==> src/verilog/occupancy_pkg.sv <==
package occupancy_pkg;

    // default shape of the monitored router
    parameter int NUM_PORTS_DEF = 4;
    // only 7 or 15 VCs per port
    parameter int VC_PER_PORT_DEF = 15;
    // saturating total width, clamps at 31
    parameter int TOTAL_W_DEF = 5;

    // bits needed to hold a count of 0..vcs
    function automatic int count_width(input int vcs);
        return $clog2(vcs + 1);
    endfunction

    // index width for a port number, never zero
    function automatic int port_width(input int ports);
        if (ports > 1) begin
            return $clog2(ports);
        end
        return 1;
    endfunction

    // picker output state
    typedef enum logic {
        PICK_IDLE  = 1'b0,
        PICK_VALID = 1'b1
    } pick_state_e;

endpackage
==> src/verilog/lane_if.sv <==
interface lane_if #(
    parameter int VC_PER_PORT = 15
);

    localparam int CNT_W = occupancy_pkg::count_width(VC_PER_PORT);

    // one port's slice of the busy bitmap
    logic                   bits_valid;
    logic [VC_PER_PORT-1:0] bits;

    // busy-VC count of that slice, one stage later
    logic                   count_valid;
    logic [CNT_W-1:0]       count;

    modport splitter (output bits_valid, output bits);

    modport lane (
        input  bits_valid,
        input  bits,
        output count_valid,
        output count
    );

    modport picker (input count_valid, input count);

endinterface

==> src/verilog/congestion_monitor.sv <==
module congestion_monitor #(
    parameter int NUM_PORTS   = occupancy_pkg::NUM_PORTS_DEF,
    parameter int VC_PER_PORT = occupancy_pkg::VC_PER_PORT_DEF,
    parameter int TOTAL_W     = occupancy_pkg::TOTAL_W_DEF
) (
    input  logic                                               clk,
    input  logic                                               rst,
    input  logic                                               sample_valid,
    // port 0 in the low bits
    input  logic [NUM_PORTS*VC_PER_PORT-1:0]                   busy_bits,
    output logic                                               result_valid,
    output logic [occupancy_pkg::port_width(NUM_PORTS)-1:0]    least_port,
    output logic [occupancy_pkg::count_width(VC_PER_PORT)-1:0] least_count,
    output logic [TOTAL_W-1:0]                                 total_busy
);

    // one lane bundle per output port
    lane_if #(.VC_PER_PORT(VC_PER_PORT)) lanes [NUM_PORTS] ();

    // stage 1, capture and slice
    sample_splitter #(
        .NUM_PORTS   (NUM_PORTS),
        .VC_PER_PORT (VC_PER_PORT)
    ) u_splitter (
        .clk          (clk),
        .rst          (rst),
        .sample_valid (sample_valid),
        .busy_bits    (busy_bits),
        .lanes        (lanes)
    );

    // stage 2, per-port busy-VC counts
    for (genvar i = 0; i < NUM_PORTS; i++) begin : g_lane
        vc_occupancy_counter #(
            .VC_PER_PORT (VC_PER_PORT)
        ) u_counter (
            .clk  (clk),
            .rst  (rst),
            .lane (lanes[i])
        );
    end

    // stage 3, least-loaded port and saturating total
    least_loaded_picker #(
        .NUM_PORTS   (NUM_PORTS),
        .VC_PER_PORT (VC_PER_PORT),
        .TOTAL_W     (TOTAL_W)
    ) u_picker (
        .clk          (clk),
        .rst          (rst),
        .lanes        (lanes),
        .result_valid (result_valid),
        .least_port   (least_port),
        .least_count  (least_count),
        .total_busy   (total_busy)
    );

endmodule

==> src/verilog/least_loaded_picker.sv <==
module least_loaded_picker #(
    parameter int NUM_PORTS   = 4,
    parameter int VC_PER_PORT = 15,
    parameter int TOTAL_W     = 5
) (
    input  logic                                               clk,
    input  logic                                               rst,
    lane_if.picker                                             lanes [NUM_PORTS],
    output logic                                               result_valid,
    output logic [occupancy_pkg::port_width(NUM_PORTS)-1:0]    least_port,
    output logic [occupancy_pkg::count_width(VC_PER_PORT)-1:0] least_count,
    output logic [TOTAL_W-1:0]                                 total_busy
);

    localparam int CNT_W  = occupancy_pkg::count_width(VC_PER_PORT);
    localparam int PORT_W = occupancy_pkg::port_width(NUM_PORTS);
    // wide enough for every VC busy at once
    localparam int SUM_W  = occupancy_pkg::count_width(NUM_PORTS * VC_PER_PORT);

    logic [CNT_W-1:0]     counts [NUM_PORTS];
    logic [NUM_PORTS-1:0] valid_vec;
    logic                 valid_all;
    // one-hot winner
    logic [NUM_PORTS-1:0] min_vec;
    logic [PORT_W-1:0]    port_next;
    logic [CNT_W-1:0]     count_next;
    logic [SUM_W-1:0]     sum;
    logic [TOTAL_W-1:0]   total_next;

    occupancy_pkg::pick_state_e state;

    // unpack the lane array
    for (genvar i = 0; i < NUM_PORTS; i++) begin : g_unpack
        assign counts[i]    = lanes[i].count;
        assign valid_vec[i] = lanes[i].count_valid;
    end

    // lanes run in lockstep
    assign valid_all = &valid_vec;

    // fast minimum by pairwise compare
    if (NUM_PORTS == 1) begin : g_single
        assign min_vec = 1'b1;
    end else begin : g_cmp
        logic [NUM_PORTS-2:0] le_vec [NUM_PORTS];

        for (genvar i = 0; i < NUM_PORTS; i++) begin : g_row
            for (genvar j = 0; j < NUM_PORTS - 1; j++) begin : g_col
                if (i > j) begin : g_mirror
                    // strict less against a lower index so ties go down
                    assign le_vec[i][j] = ~le_vec[j][i-1];
                end else begin : g_direct
                    assign le_vec[i][j] = (counts[i] <= counts[j+1]);
                end
            end
            assign min_vec[i] = &le_vec[i];
        end
    end

    // one-hot to binary and winner count by masking
    always_comb begin
        port_next  = '0;
        count_next = '0;
        for (int i = 0; i < NUM_PORTS; i++) begin
            port_next  = port_next | ({PORT_W{min_vec[i]}} & PORT_W'(i));
            count_next = count_next | ({CNT_W{min_vec[i]}} & counts[i]);
        end
    end

    // total of all lanes
    always_comb begin
        sum = '0;
        for (int i = 0; i < NUM_PORTS; i++) begin
            sum = sum + SUM_W'(counts[i]);
        end
    end

    // clamp to all ones on overflow
    if (SUM_W > TOTAL_W) begin : g_sat
        assign total_next = (|sum[SUM_W-1:TOTAL_W]) ? '1 : sum[TOTAL_W-1:0];
    end else begin : g_fit
        assign total_next = TOTAL_W'(sum);
    end

    // result stage holds its outputs between results
    always_ff @(posedge clk) begin
        if (rst) begin
            state       <= occupancy_pkg::PICK_IDLE;
            least_port  <= '0;
            least_count <= '0;
            total_busy  <= '0;
        end else begin
            state <= valid_all ? occupancy_pkg::PICK_VALID : occupancy_pkg::PICK_IDLE;
            if (valid_all) begin
                least_port  <= port_next;
                least_count <= count_next;
                total_busy  <= total_next;
            end
        end
    end

    assign result_valid = (state == occupancy_pkg::PICK_VALID);

    // exactly one winner on every valid count set
    a_min_onehot: assert property (
        @(posedge clk) disable iff (rst)
        valid_all |-> $onehot(min_vec)
    ) else $error("minimum vector not one-hot");

    // binary index and one-hot mux must name the same lane
    a_result_follows: assert property (
        @(posedge clk) disable iff (rst)
        valid_all |=> result_valid && (least_count == $past(counts[port_next]))
    ) else $error("result_valid or least_count out of step with the lanes");

endmodule

==> src/verilog/vc_occupancy_counter.sv <==
module vc_occupancy_counter #(
    parameter int VC_PER_PORT = 15
) (
    input  logic clk,
    input  logic rst,
    lane_if.lane lane
);

    localparam int CNT_W = occupancy_pkg::count_width(VC_PER_PORT);

    // combinational busy-VC count of the current slice
    logic [CNT_W-1:0] count_next;

    if (VC_PER_PORT == 7) begin : g_pc7
        logic [2:0] abc;
        logic [1:0] carry_ones;

        // single carry-sum block whose carries weigh two
        carry_sum_gen u_cs (
            .in  (lane.bits),
            .abc (abc),
            .s   (count_next[0])
        );

        assign carry_ones = {1'b0, abc[0]} + {1'b0, abc[1]} + {1'b0, abc[2]};
        assign count_next[2:1] = carry_ones;

    end else if (VC_PER_PORT == 15) begin : g_pc15
        logic [2:0] abc0;
        logic [2:0] abc1;
        logic [2:0] abc_in;
        logic       s0;
        logic       s1;
        logic       s_in;
        // carry out of the three leftover weight-one bits
        logic       b2;
        logic [1:0] carry_ones;

        // first level over bits 6..0 and 13..7
        carry_sum_gen u_cs0 (
            .in  (lane.bits[6:0]),
            .abc (abc0),
            .s   (s0)
        );

        carry_sum_gen u_cs1 (
            .in  (lane.bits[13:7]),
            .abc (abc1),
            .s   (s1)
        );

        // bit 14 plus both sums gives the lsb of the result
        assign {b2, count_next[0]} = {1'b0, lane.bits[14]} + {1'b0, s0} + {1'b0, s1};

        // inner (7,3) stage over the seven weight-two bits
        carry_sum_gen u_cs_inner (
            .in  ({abc0, abc1, b2}),
            .abc (abc_in),
            .s   (s_in)
        );

        assign carry_ones = {1'b0, abc_in[0]} + {1'b0, abc_in[1]} + {1'b0, abc_in[2]};
        assign count_next[1]   = s_in;
        assign count_next[3:2] = carry_ones;

    end else begin : g_bad_width
        $error("vc_occupancy_counter supports 7 or 15 VCs per port");
    end

    // count stage one cycle behind the slice
    always_ff @(posedge clk) begin
        if (rst) begin
            lane.count_valid <= 1'b0;
            lane.count       <= '0;
        end else begin
            lane.count_valid <= lane.bits_valid;
            if (lane.bits_valid) begin
                lane.count <= count_next;
            end
        end
    end

    // carry-sum tree against a plain popcount of the counted slice
    a_count_match: assert property (
        @(posedge clk) disable iff (rst)
        lane.count_valid |-> (int'(lane.count) == $countones($past(lane.bits)))
    ) else $error("lane count differs from the busy VCs in its slice");

endmodule

==> src/verilog/sample_splitter.sv <==
module sample_splitter #(
    parameter int NUM_PORTS   = 4,
    parameter int VC_PER_PORT = 15
) (
    input  logic                             clk,
    input  logic                             rst,
    input  logic                             sample_valid,
    input  logic [NUM_PORTS*VC_PER_PORT-1:0] busy_bits,
    lane_if.splitter                         lanes [NUM_PORTS]
);

    // captured bitmap, port 0 in the low bits
    logic [NUM_PORTS*VC_PER_PORT-1:0] busy_q;
    logic                             valid_q;

    always_ff @(posedge clk) begin
        if (rst) begin
            valid_q <= 1'b0;
            busy_q  <= '0;
        end else begin
            valid_q <= sample_valid;
            // hold last bitmap between samples
            if (sample_valid) begin
                busy_q <= busy_bits;
            end
        end
    end

    // fan the registered bitmap out, one slice per lane
    for (genvar i = 0; i < NUM_PORTS; i++) begin : g_slice
        assign lanes[i].bits_valid = valid_q;
        assign lanes[i].bits       = busy_q[i*VC_PER_PORT +: VC_PER_PORT];
    end

    // a sampled bitmap must be fully known
    a_known_sample: assert property (
        @(posedge clk) disable iff (rst)
        sample_valid |-> !$isunknown(busy_bits)
    ) else $error("busy_bits has unknown bits while sample_valid is high");

endmodule

==> src/verilog/carry_sum_gen.sv <==
module carry_sum_gen (
    input  logic [6:0] in,
    output logic [2:0] abc,
    output logic       s
);

    // low group of four, high group of three
    logic [3:0] grp_lo;
    logic [2:0] grp_hi;
    // ones in each group
    logic [2:0] ones_lo;
    logic [1:0] ones_hi;

    assign {grp_hi, grp_lo} = in;

    assign ones_lo = {2'b00, grp_lo[0]} + {2'b00, grp_lo[1]}
                   + {2'b00, grp_lo[2]} + {2'b00, grp_lo[3]};
    assign ones_hi = {1'b0, grp_hi[0]} + {1'b0, grp_hi[1]} + {1'b0, grp_hi[2]};

    // parity of the whole input
    assign s = ones_lo[0] ^ ones_hi[0];

    // a: two or more ones in the low group
    assign abc[2] = (ones_lo > 3'd1);
    // b: two or more ones in the high group
    assign abc[1] = (ones_hi > 2'd1);
    // c: four in the low group, or two odd groups that pair up
    assign abc[0] = (ones_lo == 3'd4) | (ones_lo[0] & ones_hi[0]);

endmodule

==> config.mk <==
export PLATFORM = sky130hd
export DESIGN_NAME = congestion_monitor
export DESIGN_NICKNAME = d
export VERILOG_FILES = /design/src/verilog/occupancy_pkg.sv /design/src/verilog/lane_if.sv /design/src/verilog/congestion_monitor.sv /design/src/verilog/least_loaded_picker.sv /design/src/verilog/vc_occupancy_counter.sv /design/src/verilog/sample_splitter.sv /design/src/verilog/carry_sum_gen.sv
export SDC_FILE = /design/constraint.sdc
export NUM_CORES = 1
export LEC_CHECK = 0
export BUFFER_PORTS_ARGS = -buffer_cell sky130_fd_sc_hd__buf_4
export CAP_MARGIN = 30
export CORE_MARGIN = 2
export CORE_UTILIZATION = 40
export CTS_CLUSTER_DIAMETER = 40
export CTS_CLUSTER_SIZE = 25
export DETAILED_ROUTE_END_ITERATION = 8
export PLACE_DENSITY = 0.63
export SYNTH_ARGS = -nofsm -noshare
export SYNTH_HDL_FRONTEND = slang
export SYNTH_HIERARCHICAL = 1
export SYNTH_SLANG_ARGS = --single-unit
==> constraint.sdc <==
create_clock -name clk -period 3.55 [get_ports clk]
set_clock_uncertainty 0.05 [all_clocks]
set_input_delay 0.355 -clock clk [delete_from_list [all_inputs] [get_ports clk]]
set_output_delay 0.355 -clock clk [all_outputs]
set_load 0.005 [all_outputs]
======== Word-level counts from Yosys, hierarchy flattened ========
Index checks and enable logic that the tools add are counted.
W data, S select, Z words.
word-level totals
  output and inout port bits .............. 12
  flip-flop bits (word level) ............. 90
  word-level logic and storage cells ...... 189
operators by class
  eq/ne operators ......................... 12
  add/subtract/negate cells ............... 79
  reduce and logical (&&, ||, !) cells .... 4
  mux-type cells .......................... 2
  order comparisons ....................... 30
  bitwise operators ....................... 51
operators with widths
  cell                  count
  $add A3 B1 Y3         24
  $add A1 B1 Y2         32
  $add A2 B1 Y2         20
  $eq A3 B3 Y1 const B  12
  $gt A3 B1 Y1 const B  12
  $gt A2 B1 Y1 const B  12
  $le A4 B4 Y1          6
  $and A4 B4 Y4         4
  $add A6 B4 Y6         2
  $and A1 B1 Y1         12
  $or A1 B1 Y1          12
  $or A4 B4 Y4          3
  $reduce_and A3 Y1     4
  $xor A1 B1 Y1         12
  $not A1 Y1            6
  $add A4 B4 Y5         1
  $mux W5               1
  $or A1 B2 Y2          1
  $or A2 B2 Y2          1
  $mux W1               1

======== Logic depth before layout (Yosys ltp) ========
  depth in word-level cells ............... 13
  depth in mapped cells ................... 19
  gate-level depth less buffers ........... 19

======== Cells and area by module ========
The synthesis kept the hierarchy.
modules (own cells, without submodules)
  module                sequential area each (um2)  cells each  instances  area each (um2)
  sample_splitter       1221.2                      199         1          2210.9
  carry_sum_gen         0.0                         16          12         137.6
  least_loaded_picker   240.2                       157         1          1415.1
  vc_occupancy_counter  100.1                       17          4          212.7

======== Worst setup path after synthesis ========
No wires, ideal clock.
  kind .................................... reg2reg
  start point ............................. register u_splitter.busy_q[0]
  end point ............................... register g_lane[0].u_counter.lane.count[2]
  buffers on the path ..................... 0
  data arrival time ....................... 3.739 ns
  clock period less this slack ............ 3.903 ns
  setup time .............................. 0.114 ns
  cell stages (with the launch flop) ...... 18
  setup slack ............................. -0.353 ns
  path through ............................ dfxtp_1 -> inv_1 -> fa_1 -> inv_1 -> ha_1 -> ha_1 -> fa_1 -> inv_1 -> fa_1 -> inv_1 -> ha_1 -> inv_1 -> ha_1 -> nor2_1 -> a21o_1 -> fa_1 -> mux2i_1 -> nor2_1
between the ends
  word-level cells in the longest chain between the ends .. 13
  elaborated cells between the ends (all ways) .. 22
  classes of those cells .................. 12 x add/sub; 3 x order compare; 2 x eq/ne; 5 x bitwise
ends and longest elaborated chain
  item                                                  RTL line                    source
  from (decl)                                           sample_splitter.sv:13       logic [NUM_PORTS*VC_PER_PORT-1:0] busy_q;
  from (signal assigned)                                sample_splitter.sv:24       busy_q <= busy_bits;
  $add A1 B1 Y2 (*)                                     carry_sum_gen.sv:16         assign ones_lo = {2'b00, grp_lo[0]} + {2'b00, grp_lo[1]}
  $add A3 B1 Y3 (*) (2 in series)                       carry_sum_gen.sv:17         + {2'b00, grp_lo[2]} + {2'b00, grp_lo[3]};
  $xor A1 B1 Y1 (*)                                     carry_sum_gen.sv:21         assign s = ones_lo[0] ^ ones_hi[0];
  via g_lane[0].u_counter.g_pc15.s0                     vc_occupancy_counter.sv:32  logic s0;
  $add A1 B1 Y2 (*)                                     vc_occupancy_counter.sv:53  assign {b2, count_next[0]} = {1'b0, lane.bits[14]} + {1'b0, s0} + {1'b0, s1};
  $add A2 B1 Y2 (*)                                     vc_occupancy_counter.sv:53
  via g_lane[0].u_counter.g_pc15.b2                     vc_occupancy_counter.sv:36  logic b2;
  $add A1 B1 Y2 (*)                                     carry_sum_gen.sv:16
  $add A3 B1 Y3 (*) (2 in series)                       carry_sum_gen.sv:17
  $eq A3 B3 Y1 / $and A1 B1 Y1 (equally long branches)  carry_sum_gen.sv:28         assign abc[0] = (ones_lo == 3'd4) | (ones_lo[0] & ones_hi[0]);
  $or A1 B1 Y1 (*)                                      carry_sum_gen.sv:28
  via g_lane[0].u_counter.g_pc15.abc_in[0]              vc_occupancy_counter.sv:31  logic [2:0] abc_in;
  $add A1 B1 Y2 (*)                                     vc_occupancy_counter.sv:62  assign carry_ones = {1'b0, abc_in[0]} + {1'b0, abc_in[1]} + {1'b0, abc_in[2]};
  $add A2 B1 Y2 (*)                                     vc_occupancy_counter.sv:62
  via g_lane[0].u_counter.count_next[2]                 vc_occupancy_counter.sv:12  logic [CNT_W-1:0] count_next;
  to (signal assigned)                                  vc_occupancy_counter.sv:78  lane.count <= count_next;
  to (decl)                                             lane_if.sv:21               output count
Mark *: on every way through the listed nets, which the timed path passes. The rest lies on a longest branch.
A chain may end at the register's enable or synchronous reset.

======== Worst setup path after layout ========
  start point ............................. register u_splitter.busy_q[37]
  end point ............................... register g_lane[2].u_counter.lane.count[2]
between the ends
  elaborated cells between the ends (all ways) .. 18
  classes of those cells .................. 9 x add/sub; 2 x order compare; 2 x eq/ne; 5 x bitwise
RTL lines
  item                                      RTL line                    source
  $add A1 B1 Y2                             carry_sum_gen.sv:16
  $add A3 B1 Y3 (2 in series)               carry_sum_gen.sv:17
  $xor A1 B1 Y1                             carry_sum_gen.sv:21
  via g_lane[2].u_counter.g_pc15.s1         vc_occupancy_counter.sv:33  logic s1;
  $add A2 B1 Y2                             vc_occupancy_counter.sv:53
  via g_lane[2].u_counter.g_pc15.b2         vc_occupancy_counter.sv:36
  $add A1 B1 Y2                             carry_sum_gen.sv:16
  $add A3 B1 Y3 (2 in series)               carry_sum_gen.sv:17
  $gt A3 B1 Y1                              carry_sum_gen.sv:24         assign abc[2] = (ones_lo > 3'd1);
  via g_lane[2].u_counter.g_pc15.abc_in[2]  vc_occupancy_counter.sv:31
  $add A2 B1 Y2                             vc_occupancy_counter.sv:62
  via g_lane[2].u_counter.count_next[2]     vc_occupancy_counter.sv:12
  to (signal assigned)                      vc_occupancy_counter.sv:78
  to (decl)                                 lane_if.sv:21
The timed path passes the listed nets, and every way through them passes these cells.

==> results.txt <==
----------------------------------------------------
[Outcome]
  Violations in the final reports ... negative setup slack
  Run status ... finished with violations

[Global route]
  Overall track demand over capacity in global routing ... approximately 16%
  First-pass GRT wire length ... 20960 um
  Pin count of the biggest net entering global routing ... 94
  Antenna violations before repair ... 0
  Global route overflow ... 0
  Number of global-route vias before repair ... between 4000 and 5000

[STA]
  Final worst path period share ... 109.2%
  Minimum clock period ... between 3 and 4 ns
  Setup TNS ... -1.709 ns
  Min setup slack post-route ... -0.3270 ns
  Slew @ Worst Pin ... 0.9434 ns
  Final count of hold timing violations ... 0
  Endpoints failing setup ... 8
  Unrepaired setup endpoints after global routing ... true
  Total count of max-transition violations in the final report ... 0
  Max_slew headroom ... a little under two fifths
  Hold_ws ... between 0.15 and 0.2 ns
  Fmax achieved ... between 200 and 300 MHz

[Worst setup path]
  Kind of end point of the critical path ... flip-flop
  Critical Setup Path Class ... reg2reg
  Arrival time of the worst setup path ... around 4 ns
  Critical Path Fanout Max ... 2
  CP required ... ~3.7 ns
  Startpoint type of the worst setup path ... flip-flop

[Finish]
  Antenna fix cells ... 0
  Post-layout net count ... ~880
  Area used by multi-input combinational logic ... ~4000 um^2
  Post-route cell area ... around 7500 um^2
  Most common cell after layout, fill and taps aside ... nor2_1
  Finished Layout Cells ... between 800 and 900
  Filler instances ... about 1400
  Most used cells in the layout excluding fill and tap cells ... 118 x nor2_1, 93 x buf_4, 88 x mux2i_1
  Flip-flop and latch area ... 1878 um^2
  Layout area overhead ... 22.62%
  Fraction of layout instances using a drive strength above 1 ... between 20% and 30%

[Detailed routing]
  Residual antenna-violating net count after detailed routing ... 0
  First-iteration detailed-routing DRC count ... about 110
  First drt pass iteration count ... 5
  Sum of routed wire segments on met1 ... around 5400 um
  Vias per inst ... 4.907
  Final routed DRC violation total ... 0
  Met2 layer wire length in the routed design ... 6033 um
  Drt wl/cell ... roughly 14 um
  Detailed Route WL ... roughly 12000 um
  Routed length on met3 ... 457 um
  Highest signal layer in the routed design ... met4
  Via count ... 4372

[Logic synthesis]
  Area fraction in compound gates after synthesis ... about 5.5%
  Synth warnings ... 6
  Sequential fraction of the synthesis area ... a little under a third
  Dominant combinational cell family by area after synthesis ... adder cells
  Leading area contributor after synthesis ... dfxtp_1
  Synth Area per Inst ... just under 10 um^2
  Syn Nets ... 796
  Leading cell types by total area after synthesis ... dfxtp_1 30%, ha_1 16%, mux2i_1 14%
  Post-synthesis register bit count ... 93
  Xor and xnor fraction of the mapped netlist area ... less than 1%
  Simple-Gate Fraction of Synth Area ... 11.60%
  Multiplexer fraction of the synthesized cell area ... ~14%
  Synthesized instance count ... a little over 600
  Yosys top cell area share ... between 30% and 40%
  Post-synthesis instance area ... 6128 um^2
  Distinct cell type count after synthesis ... 33
  Post-synthesis share of cell area spent on full adders, half adders and majority gates ... approximately 29%

[Place]
  Instance area after placement ... a little over 7000 um^2
  Cell count after placement ... slightly below 900
  HPWL reported at the end of detailed placement ... approximately 9400 um
  Port Buffer Count ... 74
  GPL Wtd Cong ... 0.8538

[Pwr]
  Combinational group share of total power ... between 40% and 50%
  Power dissipated by switching net loads ... approximately 0.0013 W
  Clock network fraction of design power ... 25.2%
  Internal power of the cells ... between 0.002 and 0.0025 W
  Areal power density over the cells ... approximately 500 nW/um^2
  Switching share of power ... between 30 and 40%
  Maximum ir drop on the vdd rail ... 0.0002670 V
  Leakage power ... ~3.6 nW
  Tot Pwr ... 0.003754 W
  Sequential fraction of design power ... 32.1%

[Run]
  Max-Cap Viols ... 0

[Clock network]
  H-tree levels ... 3
  Source-to-sink clock delay at the later pin of the worst-skew pair ... 0.35 ns
  CTS Buf Count ... 9
  Maximum clock path buffer count ... 2
  CTS tree ... built
  Cell at the root of the clock tree ... clkbuf_16
  Number of sinks on the clock net ... 93
  Worst-path clk slew ... approximately 0.070 ns

[Floorplanning]
  Count of pins on the block boundary ... between 70 and 80
  Die W ... 127.8 um
  Std-Cell Rows ... 45
  Core Footprint ... between 15000 and 20000 um^2
  Effective utilization at floorplan ... around 41%
  Total Die Area ... between 15000 and 20000 um^2
  Die height ... 127.8 um

[Hold path]
  Min-Delay Path Class ... in2reg

----------------------------------------------------
==> final timing paths <==
kind / startpoint / endpoint / slack [ns] / depth (start not counted)
hold reg to reg: u_splitter/busy_q[33] / u_splitter/busy_q[33] / 0.44 / 2
hold / removal: busy_bits[47] / u_splitter/busy_q[47] / 0.19 / 3
setup / recovery: u_splitter/busy_q[37] / g_lane[2].u_counter/lane.count[2] / -0.33 / 17
setup reg to reg: u_splitter/busy_q[37] / g_lane[2].u_counter/lane.count[2] / -0.33 / 17
==> final cells by class <==
cell class | count | area share, %
Multi-Input combinational cell | 409 | 53.76
Sequential cell | 93 | 24.99
Timing Repair Buffer | 95 | 9.757
Inverter | 90 | 4.496
Tap cell | 188 | 3.130
Clock buffer | 9 | 2.997
Clock inverter | 7 | 0.8658
==> power groups by stage <==
stage	Combinational, W	Sequential, W	Clock (W)
2_1_floorplan	0.00116	0.00120	0
3_3_place_gp	0.00146	0.00123	0
3_5_place_dp	0.00154	0.00123	0
4_1_cts	0.00159	0.00121	0.000982
5_1_grt	0.00181	0.00122	0.00104
6_report	0.00160	0.00121	0.000945
==> sequential cells by signal, indices dropped and copies added, names as in the netlist <==
register	count
g_lane.u_counter/lane.count	16
g_lane.u_counter/lane.count_valid	4
u_picker/least_count	4
u_picker/least_port	2
u_picker/result_valid	1
u_picker/total_busy	5
u_splitter/busy_q	60
u_splitter/lanes.bits_valid	1
==> cell usage after synthesis <==
cell type	n
nand3_1	8
nor2b_4	2
and2b_1	1
nor2_1	120
and3_4	1
o21ai_0	4
a211oi_1	1
a21o_1	15
nor2b_1	8
dfxtp_1	93
buf_8	6
a221oi_1	4
mux2i_1	88
nand4_1	3
o211ai_1	1
and4_1	5
clkbuf_1	3
buf_2	6
a21oi_2	4
a211o_1	1
buf_4	3
buf_6	6
inv_1	90
fa_1	40
o211ai_2	3
nor3b_2	1
nor2b_2	1
a21oi_1	7
xnor2_1	1
nor3_1	8
a311oi_1	4
xor2_1	1
ha_1	77
==> critical path, cell delays in order (launching register included) <==
cell,delay (ns)
dfxtp_2,0.34
inv_2,0.04
fa_1,0.54
inv_2,0.05
ha_4,0.27
ha_4,0.19
fa_2,0.35
inv_2,0.06
fa_1,0.40
inv_1,0.07
ha_2,0.17
inv_2,0.05
ha_4,0.26
nor2_1,0.04
mux2i_1,0.18
fa_2,0.47
mux2i_1,0.14
nor2_1,0.05
==> cell families (layout without fill, tap and decap cells) <==
group | after synthesis | in the layout
buffers and inverters | 114 | 201
AND/OR/NAND/NOR | 158 | 158
XOR/XNOR | 2 | 2
AO/OA/AOI/OAI | 44 | 44
flip-flops | 93 | 93
adder cells (fa/ha/maj) | 117 | 117
multiplexers | 88 | 88
==> layer usage <==
layer,vias up,GRT usage (%)
met5,-,0
met4,0,5.365
met3,18,3.548
met2,67,27.84
met1,2111,19.51
li1,2176,-
==> what timing repair did <==
| action | in CTS | in global routing |
|---|---|---|
| hold buffers | 0 | 0 |
| resized for setup | 23 | 10 |
| setup endpoints to repair | 8 | 8 |
| pin swaps | 11 | 3 |
| setup buffers | 3 | 0 |
==> through the flow <==
step / utilization, % / setup slack, ns
after detailed placement: 46.77 / -0.3324
after global placement: 46.68 / -0.2490
after global routing: 49.80 / -0.4945
after floorplan: - / -0.1308
final: 49.80 / -0.3270
after CTS: 49.30 / -0.3261
No activity file was read; power rests on OpenSTA's default activity.
